### config.mk
export PLATFORM = sky130hd
export DESIGN_NAME = csr_unit
export DESIGN_NICKNAME = d
export VERILOG_FILES = /design/src/common/csr_pkg.sv /design/src/common/csr_req_if.sv /design/src/csr_decode.sv /design/src/csr_regs/csr_regs.sv /design/src/csr_alu.sv /design/src/csr_result.sv /design/src/csr_unit.sv
export SDC_FILE = /design/constraint.sdc
export NUM_CORES = 1
export LEC_CHECK = 0
export BUFFER_PORTS_ARGS = -buffer_cell sky130_fd_sc_hd__buf_2
export CAP_MARGIN = 5
export CORE_MARGIN = 1
export CORE_UTILIZATION = 25
export DETAILED_ROUTE_END_ITERATION = 12
export PLACE_DENSITY = 0.47
export SYNTH_ARGS = -nofsm -noshare
export SYNTH_HDL_FRONTEND = slang
export SYNTH_SLANG_ARGS = --single-unit
export TNS_END_PERCENT = 50
### constraint.sdc
create_clock -name clk_i -period 3.6 [get_ports clk_i]
set_input_delay 0.18 -clock clk_i [delete_from_list [all_inputs] [get_ports clk_i]]
set_output_delay 0.18 -clock clk_i [all_outputs]
set_load 0.05 [all_outputs]
### src/common/csr_pkg.sv
// CSR widths, address and operation enums, field masks and identification constants
package csr_pkg;

    // Datapath and field widths
    localparam int XLEN       = 64;             // Hart data width
    localparam int HART_ID_W  = 1;              // Two harts
    localparam int FUNCT3_W   = 3;              // Zicsr funct3 field
    localparam int CSR_ADDR_W = 12;             // CSR address field
    localparam int REG_IDX_W  = 5;              // rs1 index / zimm field

    // Top two address bits of 11 mark a read-only CSR
    localparam logic [1:0] CSR_RO_TOP = 2'b11;

    // Implemented machine-mode CSR addresses
    typedef enum logic [CSR_ADDR_W-1:0] {
        CSR_ADDR_MSTATUS   = 12'h300,           // Machine status
        CSR_ADDR_MISA      = 12'h301,           // ISA and extensions
        CSR_ADDR_MIE       = 12'h304,           // Machine interrupt enable
        CSR_ADDR_MTVEC     = 12'h305,           // Trap vector base
        CSR_ADDR_MSCRATCH  = 12'h340,           // Scratch
        CSR_ADDR_MEPC      = 12'h341,           // Exception PC
        CSR_ADDR_MCAUSE    = 12'h342,           // Trap cause
        CSR_ADDR_MTVAL     = 12'h343,           // Trap value
        CSR_ADDR_MCYCLE    = 12'hB00,           // Cycle counter
        CSR_ADDR_MINSTRET  = 12'hB02,           // Retired instructions
        CSR_ADDR_MVENDORID = 12'hF11,           // Vendor ID
        CSR_ADDR_MARCHID   = 12'hF12,           // Architecture ID
        CSR_ADDR_MIMPID    = 12'hF13,           // Implementation ID
        CSR_ADDR_MHARTID   = 12'hF14            // Hart ID
    } csr_addr_t;

    // Read-modify-write operation after decode
    typedef enum logic [1:0] {
        CSR_OP_RW   = 2'b00,                    // Write operand
        CSR_OP_RS   = 2'b01,                    // Set operand bits
        CSR_OP_RC   = 2'b10,                    // Clear operand bits
        CSR_OP_NONE = 2'b11                     // No CSR operation
    } csr_op_t;

    // mstatus field positions
    localparam int MSTATUS_MIE_BIT  = 3;        // Global interrupt enable
    localparam int MSTATUS_MPIE_BIT = 7;        // Previous MIE
    localparam int MSTATUS_MPP_LSB  = 11;       // Previous privilege, 2 bits

    // mie field positions
    localparam int MIE_MSIE_BIT = 3;            // Software interrupt
    localparam int MIE_MTIE_BIT = 7;            // Timer interrupt
    localparam int MIE_MEIE_BIT = 11;           // External interrupt

    // Writable bits of mstatus, evaluates to 0x1888
    localparam logic [XLEN-1:0] MSTATUS_MASK = (64'd1 << MSTATUS_MIE_BIT)
                                             | (64'd1 << MSTATUS_MPIE_BIT)
                                             | (64'd3 << MSTATUS_MPP_LSB);

    // Writable bits of mie, evaluates to 0x888
    localparam logic [XLEN-1:0] MIE_MASK = (64'd1 << MIE_MSIE_BIT)
                                         | (64'd1 << MIE_MTIE_BIT)
                                         | (64'd1 << MIE_MEIE_BIT);

    // Alignment masks applied on write
    localparam logic [XLEN-1:0] MTVEC_WMASK = ~64'h1;   // Bit 0 forced low
    localparam logic [XLEN-1:0] MEPC_WMASK  = ~64'h3;   // IALIGN=32

    // misa with MXL=2 (RV64), I (bit 8) and U (bit 20)
    localparam logic [XLEN-1:0] MISA_VALUE = 64'h8000_0000_0010_0100;

    // Identification constants
    localparam logic [XLEN-1:0] MVENDORID_VALUE = 64'h0000_0000_0000_0000; // Non-commercial
    localparam logic [XLEN-1:0] MARCHID_VALUE   = 64'h0000_0000_0000_5a17;
    localparam logic [XLEN-1:0] MIMPID_VALUE    = 64'h0000_0000_0001_0000; // Rev 1.0

endpackage

### src/common/csr_req_if.sv
// Decoded CSR request interface with decode and execute modports
`timescale 1ns/100ps

interface csr_req_if import csr_pkg::*; ();

    logic                  valid;               // Request present this cycle
    csr_op_t               op;                  // RW, RS, RC or none
    logic [CSR_ADDR_W-1:0] addr;                // Raw CSR address
    logic [XLEN-1:0]       operand;             // rs1 value or zimm
    logic                  wr_en;               // Legal request with write intent
    logic                  illegal;             // Valid request that traps

    // Decode stage drives the request
    modport dec (
        output valid,
        output op,
        output addr,
        output operand,
        output wr_en,
        output illegal
    );

    // ALU, register file and result stage only observe it
    modport exe (
        input valid,
        input op,
        input addr,
        input operand,
        input wr_en,
        input illegal
    );

endinterface

### src/csr_decode.sv
// CSR instruction decoder producing operation, operand, write intent and legality
`timescale 1ns/100ps

module csr_decode import csr_pkg::*; (
    input  logic                  valid_i,      // Instruction strobe
    input  logic [FUNCT3_W-1:0]   funct3_i,     // Zicsr funct3
    input  logic [CSR_ADDR_W-1:0] csr_addr_i,   // CSR address
    input  logic [REG_IDX_W-1:0]  rs1_idx_i,    // rs1 index or zimm
    input  logic [XLEN-1:0]       rs1_data_i,   // rs1 register value
    csr_req_if.dec                req_o         // Decoded request
);

    csr_op_t op;                                // Operation from funct3
    logic    addr_known;                        // Address is implemented
    logic    addr_ro;                           // Read-only address space
    logic    wr_intent;                         // Instruction wants a write
    logic    bad_funct3;                        // funct3 0 or 4
    logic    illegal_cond;                      // Any illegal condition

    // funct3[1:0] picks the operation, funct3[2] the immediate form
    always_comb begin
        case (funct3_i[1:0])
            2'b01:   op = CSR_OP_RW;
            2'b10:   op = CSR_OP_RS;
            2'b11:   op = CSR_OP_RC;
            default: op = CSR_OP_NONE;          // SYSTEM non-CSR encodings
        endcase
    end

    // Only the implemented CSRs decode
    always_comb begin
        case (csr_addr_i)
            CSR_ADDR_MSTATUS, CSR_ADDR_MISA, CSR_ADDR_MIE, CSR_ADDR_MTVEC,
            CSR_ADDR_MSCRATCH, CSR_ADDR_MEPC, CSR_ADDR_MCAUSE, CSR_ADDR_MTVAL,
            CSR_ADDR_MCYCLE, CSR_ADDR_MINSTRET,
            CSR_ADDR_MVENDORID, CSR_ADDR_MARCHID, CSR_ADDR_MIMPID,
            CSR_ADDR_MHARTID: addr_known = 1'b1;
            default:          addr_known = 1'b0;
        endcase
    end

    assign addr_ro    = (csr_addr_i[CSR_ADDR_W-1 -: 2] == CSR_RO_TOP);
    assign bad_funct3 = (op == CSR_OP_NONE);

    // RS and RC with rs1/zimm zero are pure reads
    assign wr_intent = (op == CSR_OP_RW)
                    || ((op != CSR_OP_NONE) && (rs1_idx_i != '0));

    assign illegal_cond = bad_funct3 || !addr_known || (wr_intent && addr_ro);

    assign req_o.valid   = valid_i;
    assign req_o.op      = op;
    assign req_o.addr    = csr_addr_i;
    assign req_o.operand = funct3_i[2] ? {{(XLEN-REG_IDX_W){1'b0}}, rs1_idx_i}  // zimm
                                       : rs1_data_i;
    assign req_o.wr_en   = wr_intent && !illegal_cond;
    assign req_o.illegal = valid_i && illegal_cond;

    // A trapping instruction must never reach the register file
    a_no_wr_on_illegal: assert final (!(req_o.illegal && req_o.wr_en))
        else $error("illegal CSR request carries a write enable");

endmodule

### src/csr_regs/csr_regs.sv
// CSR storage with write masking, cycle and retire counters and read multiplexer
`timescale 1ns/100ps

module csr_regs import csr_pkg::*; (
    input  logic                 clk_i,
    input  logic                 rst_i,
    csr_req_if.exe               req_i,         // Address of current request
    input  logic [HART_ID_W-1:0] hartid_i,      // Hart running this unit
    input  logic                 instret_i,     // Retire pulse
    input  logic                 wr_strobe_i,   // Write from ALU
    input  logic [XLEN-1:0]      wr_data_i,     // New CSR value
    output logic [XLEN-1:0]      old_data_o     // Current CSR value
);

    logic [XLEN-1:0] mstatus_q;                 // Only MIE, MPIE, MPP live
    logic [XLEN-1:0] mie_q;                     // Only MSIE, MTIE, MEIE live
    logic [XLEN-1:0] mtvec_q;                   // Trap vector base and mode
    logic [XLEN-1:0] mscratch_q;                // Free for software
    logic [XLEN-1:0] mepc_q;                    // Word aligned
    logic [XLEN-1:0] mcause_q;                  // Trap cause
    logic [XLEN-1:0] mtval_q;                   // Trap value
    logic [XLEN-1:0] mcycle_q;                  // Cycle counter
    logic [XLEN-1:0] minstret_q;                // Retire counter

    logic wr_mcycle;                            // Counter write this cycle
    logic wr_minstret;

    assign wr_mcycle   = wr_strobe_i && (req_i.addr == CSR_ADDR_MCYCLE);
    assign wr_minstret = wr_strobe_i && (req_i.addr == CSR_ADDR_MINSTRET);

    // Writable CSRs take effect at the next edge
    always_ff @(posedge clk_i) begin
        if (rst_i) begin
            mstatus_q  <= '0;
            mie_q      <= '0;
            mtvec_q    <= '0;
            mscratch_q <= '0;
            mepc_q     <= '0;
            mcause_q   <= '0;
            mtval_q    <= '0;
        end else if (wr_strobe_i) begin
            case (req_i.addr)
                CSR_ADDR_MSTATUS:  mstatus_q  <= wr_data_i & MSTATUS_MASK;
                CSR_ADDR_MIE:      mie_q      <= wr_data_i & MIE_MASK;
                CSR_ADDR_MTVEC:    mtvec_q    <= wr_data_i & MTVEC_WMASK;
                CSR_ADDR_MSCRATCH: mscratch_q <= wr_data_i;
                CSR_ADDR_MEPC:     mepc_q     <= wr_data_i & MEPC_WMASK;
                CSR_ADDR_MCAUSE:   mcause_q   <= wr_data_i;
                CSR_ADDR_MTVAL:    mtval_q    <= wr_data_i;
                default: ;                      // misa is WARL, counters below
            endcase
        end
    end

    // Counters run every cycle, a write wins over the increment
    always_ff @(posedge clk_i) begin
        if (rst_i) begin
            mcycle_q   <= '0;
            minstret_q <= '0;
        end else begin
            if (wr_mcycle) begin
                mcycle_q <= wr_data_i;
            end else begin
                mcycle_q <= mcycle_q + 64'd1;
            end

            if (wr_minstret) begin
                minstret_q <= wr_data_i;
            end else if (instret_i) begin
                minstret_q <= minstret_q + 64'd1;
            end
        end
    end

    // Read path is combinational so the result stage sees the pre-write value
    always_comb begin
        case (req_i.addr)
            CSR_ADDR_MSTATUS:   old_data_o = mstatus_q;
            CSR_ADDR_MISA:      old_data_o = MISA_VALUE;
            CSR_ADDR_MIE:       old_data_o = mie_q;
            CSR_ADDR_MTVEC:     old_data_o = mtvec_q;
            CSR_ADDR_MSCRATCH:  old_data_o = mscratch_q;
            CSR_ADDR_MEPC:      old_data_o = mepc_q;
            CSR_ADDR_MCAUSE:    old_data_o = mcause_q;
            CSR_ADDR_MTVAL:     old_data_o = mtval_q;
            CSR_ADDR_MCYCLE:    old_data_o = mcycle_q;      // Count in this cycle
            CSR_ADDR_MINSTRET:  old_data_o = minstret_q;
            CSR_ADDR_MVENDORID: old_data_o = MVENDORID_VALUE;
            CSR_ADDR_MARCHID:   old_data_o = MARCHID_VALUE;
            CSR_ADDR_MIMPID:    old_data_o = MIMPID_VALUE;
            CSR_ADDR_MHARTID:   old_data_o = {{(XLEN-HART_ID_W){1'b0}}, hartid_i};
            default:            old_data_o = '0;           // Unknown, trapped in decode
        endcase
    end

    // Decode legality must keep the ALU strobe off read-only space
    a_no_ro_write: assert property (
        @(posedge clk_i) disable iff (rst_i)
        wr_strobe_i |-> (req_i.addr[CSR_ADDR_W-1 -: 2] != CSR_RO_TOP)
    ) else $error("write strobe to read-only CSR %h", req_i.addr);

endmodule

### src/csr_alu.sv
// CSR read-modify-write datapath producing the new value and write strobe
`timescale 1ns/100ps

module csr_alu import csr_pkg::*; (
    csr_req_if.exe          req_i,              // Decoded request
    input  logic [XLEN-1:0] old_data_i,         // Value before the write
    output logic            wr_strobe_o,        // Write this cycle
    output logic [XLEN-1:0] wr_data_o           // Value to store
);

    // New value per Zicsr semantics
    always_comb begin
        case (req_i.op)
            CSR_OP_RW: wr_data_o = req_i.operand;
            CSR_OP_RS: wr_data_o = old_data_i | req_i.operand;
            CSR_OP_RC: wr_data_o = old_data_i & ~req_i.operand;
            default:   wr_data_o = old_data_i;  // No change
        endcase
    end

    // wr_en already excludes illegal and read-only cases
    assign wr_strobe_o = req_i.valid && req_i.wr_en;

endmodule

### src/csr_result.sv
// CSR result register for done, returned old value and illegal flag
`timescale 1ns/100ps

module csr_result import csr_pkg::*; (
    input  logic            clk_i,
    input  logic            rst_i,
    csr_req_if.exe          req_i,              // Request in execute
    input  logic [XLEN-1:0] old_data_i,         // CSR value before write
    output logic            done_o,             // One cycle after valid
    output logic [XLEN-1:0] rdata_o,            // Old CSR value
    output logic            illegal_o           // Instruction traps
);

    always_ff @(posedge clk_i) begin
        if (rst_i) begin
            done_o    <= 1'b0;
            illegal_o <= 1'b0;
            rdata_o   <= '0;
        end else begin
            done_o    <= req_i.valid;
            illegal_o <= req_i.illegal;
            // Trapping instructions return zero
            rdata_o   <= (req_i.valid && !req_i.illegal) ? old_data_i : '0;
        end
    end

    // Every request completes exactly one cycle later, back-to-back included
    a_done_follows_valid: assert property (
        @(posedge clk_i) disable iff (rst_i)
        req_i.valid |=> done_o
    ) else $error("done_o missing one cycle after valid");

    a_no_spurious_done: assert property (
        @(posedge clk_i) disable iff (rst_i)
        !req_i.valid |=> !done_o
    ) else $error("done_o without a request");

endmodule

### src/csr_unit.sv
// CSR unit top level joining decode, register file, ALU and result stage
`timescale 1ns/100ps

module csr_unit import csr_pkg::*; (
    input  logic                  clk_i,
    input  logic                  rst_i,
    input  logic                  valid_i,      // CSR instruction strobe
    input  logic [FUNCT3_W-1:0]   funct3_i,     // Zicsr funct3
    input  logic [CSR_ADDR_W-1:0] csr_addr_i,   // CSR address
    input  logic [REG_IDX_W-1:0]  rs1_idx_i,    // rs1 index or zimm
    input  logic [XLEN-1:0]       rs1_data_i,   // rs1 value
    input  logic [HART_ID_W-1:0]  hartid_i,     // Hart ID for mhartid
    input  logic                  instret_i,    // Retire pulse for minstret
    output logic                  done_o,       // Result strobe
    output logic [XLEN-1:0]       rdata_o,      // Old CSR value
    output logic                  illegal_o     // Illegal instruction
);

    logic [XLEN-1:0] old_data;                  // Current CSR value
    logic            wr_strobe;                 // ALU write request
    logic [XLEN-1:0] wr_data;                   // ALU write value

    csr_req_if req_if ();                       // Decoded request bundle

    csr_decode i_csr_decode (
        .valid_i    (valid_i),
        .funct3_i   (funct3_i),
        .csr_addr_i (csr_addr_i),
        .rs1_idx_i  (rs1_idx_i),
        .rs1_data_i (rs1_data_i),
        .req_o      (req_if.dec)
    );

    csr_regs i_csr_regs (
        .clk_i       (clk_i),
        .rst_i       (rst_i),
        .req_i       (req_if.exe),
        .hartid_i    (hartid_i),
        .instret_i   (instret_i),
        .wr_strobe_i (wr_strobe),
        .wr_data_i   (wr_data),
        .old_data_o  (old_data)
    );

    csr_alu i_csr_alu (
        .req_i       (req_if.exe),
        .old_data_i  (old_data),
        .wr_strobe_o (wr_strobe),
        .wr_data_o   (wr_data)
    );

    csr_result i_csr_result (
        .clk_i      (clk_i),
        .rst_i      (rst_i),
        .req_i      (req_if.exe),
        .old_data_i (old_data),
        .done_o     (done_o),
        .rdata_o    (rdata_o),
        .illegal_o  (illegal_o)
    );

endmodule

==> qor.txt, run 1 <==
run status -> completed
Max Cap Viol -> 0
Ports -> 155
Synth Area in Compound Gates -> 0.281
Post-Synth XOR/XNOR Area -> 0.0287
critical path class -> flop to flop
mux cell area share after synthesis -> 0.00594
# fillers -> 11200
Slew HR -> 0.297
CP peak stage delay -> 0.77 ns
clk root buf -> clkbuf_16
fmax -> 340 MHz
Max clock buf depth -> 3
endpoints failing setup -> 0
Seq cells post-synth -> 518
Register Area -> 10400 µm²
post-synthesis sequential area ratio -> 0.391
initial core utilization -> 0.252
first-pass iteration count of the detailed router -> 8
most common cell in the netlist -> dfxtp_1
EDFF count, synth -> 0
detailed placement HPWL -> 81300 µm
Placed Cells incl. Taps -> 4580
dominant synthesized flop cell -> dfxtp_1
post-synthesis cell count -> 3181
drt total wl -> 125000 µm
total power -> 13600 µW
FP Rows -> 119
main area contributors after synthesis -> dfxtp_1 39%, a211oi_1 11%, nor2_1 5.9%, nand4_1 4.2%, clkbuf_1 3.0%
TritonCTS clock tree -> built
grt ovf -> 0
antenna violations before repair -> 5
RSZ-0062 raised after global routing -> false
CP Data Required Time -> 4.14 ns
Cell Area, Synth -> 26500 µm²
min cycle time layout -> 2.94 ns
Hold Vio Cnt, Final -> 0
Worst Tran Pin Value -> 1.06 ns
cell taking the most area after synthesis -> dfxtp_1
Synth Area per Inst -> 8.34 µm²
post-DR wirelength/cell -> 26.5 µm
critical path capture point type -> flop
top post-synthesis cells by count -> 518 x dfxtp_1, 416 x nor2_1, 376 x a211oi_1, 213 x clkbuf_1, 178 x nand4_1
yosys synthesis warning count -> 0
HP Class -> primary input to flop
Simple-Gate Fraction of Synth Area -> 0.235
share of Yosys cell area claimed by the top area cell type -> 0.391
vias per inst -> 5.67
crit path DAT -> 3.48 ns
# resized after CTS -> 0
first-pass GRT wire length -> 181000 µm
CP max FO -> 12
area of the multi-input gates -> 14800 µm²
Non-Filler Instances -> 4702
number of buffer and inverter stages on the critical path -> 0
Placeable Area -> 105000 µm²
Port Buffers -> 154
max-slew violation count -> 0
Max Clock Skew -> 0.0267 ns
CTS Buf Count -> 66
final period utilization -> 0.816
Distinct cells, synth -> 86
largest delay contributor family on the critical path -> simple AND/OR/NAND/NOR gates
startpoint type of the worst setup path -> flop
post-route ant nets -> 0
vias post-DR -> 26700
setup_tns -> 0 ns
H-tree depth -> 3
Syn Nets -> 3272
nets -> 3349
largest net degree at the start of global routing -> 113
Slowest-stage cell, CP -> or4_1
vias in the first global route -> 25100
Final GP Congestion -> 0.914
clock slew at reported path FFs -> 0.06 ns
Clk Latency, worst-skew pair -> 0.63 ns
crit path cell chain -> nand4_1, or4_1, or4_4, or3_1, a31o_1, a21oi_1
pwr/cell area -> 428 nW/µm²
DRT iter0 DRCs -> 2960
# clock sinks -> 518
P&R area growth vs syn -> 20.1%
Leakage -> 0.0101 µW
largest family of logic cells by synthesized area -> compound AO/OA/AOI/OAI gates
Synth async-reset ratio -> 0
chip width -> 328 µm
share of cells above drive strength 1 -> 0.152
Die Ht -> 328 µm
die area -> 107000 µm²
cts hold-fix bufs -> 1
Synth Area in Adders -> 0.000943
maximum vdd drop -> 0.300 mV
GRT Overall Usage -> 0.225
DRC -> 0
total setup buffers inserted after CTS -> 0
flip-flops by register name (all words and copies together) (netlist names):
register / flops
i_csr_regs.mscratch_q: 64
i_csr_result.rdata_o: 64
i_csr_result.done_o: 1
i_csr_regs.mtval_q: 64
i_csr_regs.mstatus_q: 4
i_csr_regs.mepc_q: 62
i_csr_regs.minstret_q: 64
i_csr_regs.mtvec_q: 63
i_csr_regs.mcause_q: 64
i_csr_regs.mcycle_q: 64
i_csr_regs.mie_q: 3
i_csr_result.illegal_o: 1
logic make-up after synthesis:
kind of cell	count (synthesis)
adder cells (fa/ha/maj)	2
XOR/XNOR	87
AND/OR/NAND/NOR	1209
multiplexers	15
flip-flops	518
AO/OA/AOI/OAI	980
buffers and inverters	370
cell usage in the layout, fill, tap and decap left out, types with 12 or more instances in the layout:
cell / netlist / routed
o211ai_1: 40 / 40
nor2b_1: 51 / 51
a221oi_1: 17 / 17
a21o_1: 12 / 12
nand3_1: 62 / 62
a211oi_1: 376 / 376
a21oi_1: 90 / 90
clkbuf_16: 0 / 66
and2_1: 46 / 45
a222oi_1: 14 / 14
buf_2: 73 / 152
nand2_1: 164 / 162
o21ai_0: 31 / 31
a22o_1: 61 / 61
o22ai_1: 50 / 50
a41oi_1: 34 / 34
xnor2_1: 67 / 67
a31oi_1: 23 / 23
o2111ai_1: 40 / 40
clkbuf_8: 0 / 17
and4_1: 22 / 22
nor2_1: 416 / 412
nor3_1: 65 / 60
and3_1: 31 / 29
nand2b_1: 56 / 56
a22oi_1: 57 / 57
a2111o_1: 37 / 37
buf_12: 0 / 27
nand4_1: 178 / 178
xor2_1: 20 / 20
or3_1: 14 / 14
buf_4: 3 / 145
inv_1: 53 / 53
dfxtp_1: 518 / 518
nor4_1: 35 / 34
report_power, final:
group	switching [µW]	total (µW)	leakage (µW)	internal, µW
Combinational	562	770	0.00484	207
Clock	2810	7120	0.00114	4320
Sequential	9.16	5750	0.00417	5740
Total	3380	13600	0.0101	10300
layout make-up:
cell class / count / share of cell area
multi-input cells: 2293 / 0.466
flip-flops and latches: 518 / 0.326
repair buffers: 326 / 0.0758
clock buffers: 94 / 0.0605
well taps: 1391 / 0.0546
clock inverters: 24 / 0.0114
inverters: 53 / 0.00625
diodes: 3 / 0.000236
per-stage QoR:
step,hold WS (ns),area (µm²),worst slack [ns],util
after floorplan,0.368,26500,1.06,-
after global placement,0.444,29500,0.489,0.281
after detailed placement,0.443,29500,0.469,0.281
after CTS,0.0469,31800,0.667,0.302
after global routing,0.0804,31800,0.553,0.302
final,0.0730,31800,0.662,0.303
worst register-to-register path, delay by kind of cell (launching register included):
| family | cells | cell delay (ns) |
|---|---|---|
| flip-flops | 1 | 0.45 |
| AND/OR/NAND/NOR | 4 | 2.10 |
| AO/OA/AOI/OAI | 2 | 0.33 |
final timing paths:
path	slack, ns	from	to	depth (start not counted)
worst max-delay path	0.66	i_csr_regs.mcycle_q[6]	i_csr_regs.mcycle_q[46]	6
worst min-delay path	0.07	rst_i	i_csr_regs.mscratch_q[4]	2
worst max register to register	0.66	i_csr_regs.mcycle_q[6]	i_csr_regs.mcycle_q[46]	6
worst min register to register	0.46	i_csr_regs.mcause_q[4]	i_csr_regs.mcause_q[4]	2
routing by layer:
| metal | GRT usage | vias to the layer above | share of wire |
|---|---|---|---|
| met5 | 0 | - | 0 |
| li1 | - | 12300 | - |
| met3 | 0.0318 | 206 | 0.067 |
| met4 | 0.0778 | 0 | 0.033 |
| met2 | 0.365 | 1082 | 0.46 |
| met1 | 0.304 | 13100 | 0.44 |
Note: power is estimated with default switching activity, not from simulation.
==> run 2: changes to the inputs <==
Clock period 3.6 ns to 3 ns, I/O delays scaled along.
==> run 2 against run 1 <==
Compared with the run above:
- sequential power increased by 20%
- critical path depth unchanged
- core utilization increased by 0.51 points
- register-to-register slack got worse by 0.54 ns
- clock-buffer cell count decreased by 8
- largest cell class unchanged
- non-clock buffer count increased by 57
- critical endpoint is now i_csr_regs.minstret_q[62]
- power increased by 19%
- clock skew decreased by 0.0064 ns
- worst setup slack got worse by 0.54 ns
- largest power group unchanged
- critical path type unchanged
- hold slack improved by 0.073 ns
==> qor.txt, run 2 (synthesized netlist as in run 1, its figures left out) <==
detailed placement HPWL -> 83500 µm
min cycle time layout -> 2.88 ns
Worst Tran Pin Value -> 1.09 ns
Port Buffers -> 154
Placeable Area -> 105000 µm²
run status -> completed
nets -> 3401
H-tree depth -> 2
CTS Buf Count -> 61
fmax -> 347 MHz
Finished Cell Area -> 32400 µm²
clock slew at reported path FFs -> 0.06 ns
Max clock buf depth -> 3
number of buffer and inverter stages on the critical path -> 0
Die Ht -> 328 µm
maximum vdd drop -> 0.424 mV
P&R area growth vs syn -> 22.1%
RSZ-0062 raised after global routing -> false
commonest non-fill, non-tap cell in the layout -> dfxtp_1
max-slew violation count -> 0
antenna violations before repair -> 2
total setup buffers inserted after CTS -> 0
clk root buf -> clkbuf_16
Leakage -> 0.0104 µW
first-pass GRT wire length -> 182000 µm
vias in the first global route -> 25400
startpoint type of the worst setup path -> flop
commonest non-fill, non-tap cells in the layout -> 518 x dfxtp_1, 412 x nor2_1, 376 x a211oi_1, 184 x buf_4, 178 x nand4_1
HP Class -> primary input to flop
# resized after CTS -> 0
Max Clock Skew -> 0.0203 ns
drt total wl -> 126000 µm
Ports -> 155
initial core utilization -> 0.252
chip width -> 328 µm
pwr/cell area -> 499 nW/µm²
first-pass iteration count of the detailed router -> 6
critical path class -> flop to flop
vias per inst -> 5.69
critical path capture point type -> flop
# clock sinks -> 518
post-route ant nets -> 0
post-DR wirelength/cell -> 26.4 µm
post-place instance area -> 30100 µm²
Clk Latency, worst-skew pair -> 0.66 ns
crit path cell chain -> nand4_1, or4_1, or4b_1, or3_1, a31o_1, a21oi_1
DRC -> 0
Slowest-stage cell, CP -> or4b_1
final period utilization -> 0.960
largest delay contributor family on the critical path -> simple AND/OR/NAND/NOR gates
die area -> 107000 µm²
TritonCTS clock tree -> built
Final GP Congestion -> 0.880
CP peak stage delay -> 0.72 ns
setup_tns -> 0 ns
CP Data Required Time -> 3.59 ns
grt ovf -> 0
FP Rows -> 119
DRT iter0 DRCs -> 2401
vias post-DR -> 27000
share of cells above drive strength 1 -> 0.164
Max Cap Viol -> 0
GRT Overall Usage -> 0.226
crit path DAT -> 3.47 ns
Slew HR -> 0.266
Hold Vio Cnt, Final -> 0
endpoints failing setup -> 0
# fillers -> 11200
CP max FO -> 8
largest net degree at the start of global routing -> 138
==> run 2: cell count changes in the layout (fill, tap and decap cells not counted), sizes merged <==
cell	previous run	this run
diode	3	1
buf	325	379
clkbuf	94	86
dlygate4sd3	1	4
clkinvlp	0	2
bufinv	8	11
inv	58	54
==> run 2: timing repair <==
action                                  in CTS  in global routing
endpoints found under the hold margin       37                  0
endpoints found under the setup margin       0                  1
hold buffers                                 4                  0
==> run 2: per-stage QoR <==
stage          hold slack (ns)  std cells  utilization  setup WS [ns]  power [µW]
3_3_place_gp             0.437       4634        0.286        0.00782        7990
3_5_place_dp             0.448       4634        0.286         0.0398        7990
5_1_grt                  0.177       4749        0.308        0.00297       16600
6_report                 0.146       4750        0.308          0.119       16200
2_1_floorplan            0.338       3181            -          0.456        7520
4_1_cts                  0.106       4749        0.308          0.104       16300
==> run 2: final cells by class <==
type                       instances  area [µm²]  share of cell area
clock buffer                      86        1790              0.0554
tap                             1391        1740              0.0537
sequential                       518       10400               0.320
clock inverter                    25         413              0.0127
timing repair buffer             383        3040              0.0938
antenna                            1        2.50           0.0000773
inverter                          53         199             0.00614
multi-input combinational       2293       14800               0.458
==> run 2: worst paths after layout <==
kind                                   from                         to  slack [ns]  depth (start not counted)
setup reg to reg  i_csr_regs.minstret_q[32]  i_csr_regs.minstret_q[62]        0.12                          6
setup / recovery  i_csr_regs.minstret_q[32]  i_csr_regs.minstret_q[62]        0.12                          6
hold / removal               rs1_data_i[51]    i_csr_regs.mcycle_q[51]        0.15                          6
hold reg to reg        i_csr_regs.mepc_q[4]       i_csr_regs.mepc_q[4]        0.46                          2
==> run 2: worst register-to-register path, cell delays in order (launching register included) <==
cell and delay (ns):
dfxtp_1 0.48, nand4_1 0.33, or4_1 0.65, or4b_1 0.72, or3_1 0.37, a31o_1 0.18
a21oi_1 0.10
==> run 2: power by group <==
group / internal (µW) / total [µW] / switching (µW)
Sequential: 6890 / 6900 / 10.5
Clock: 5070 / 8320 / 3250
Combinational: 271 / 956 / 686
==> run 2: per-layer routing <==
metal | vias up | GRT usage | routed length [µm]
met5 | - | 0 | 13
met4 | 2 | 0.0863 | 4820
met3 | 234 | 0.0312 | 8180
met2 | 1152 | 0.361 | 56400
met1 | 13200 | 0.308 | 56100
li1 | 12400 | - | -
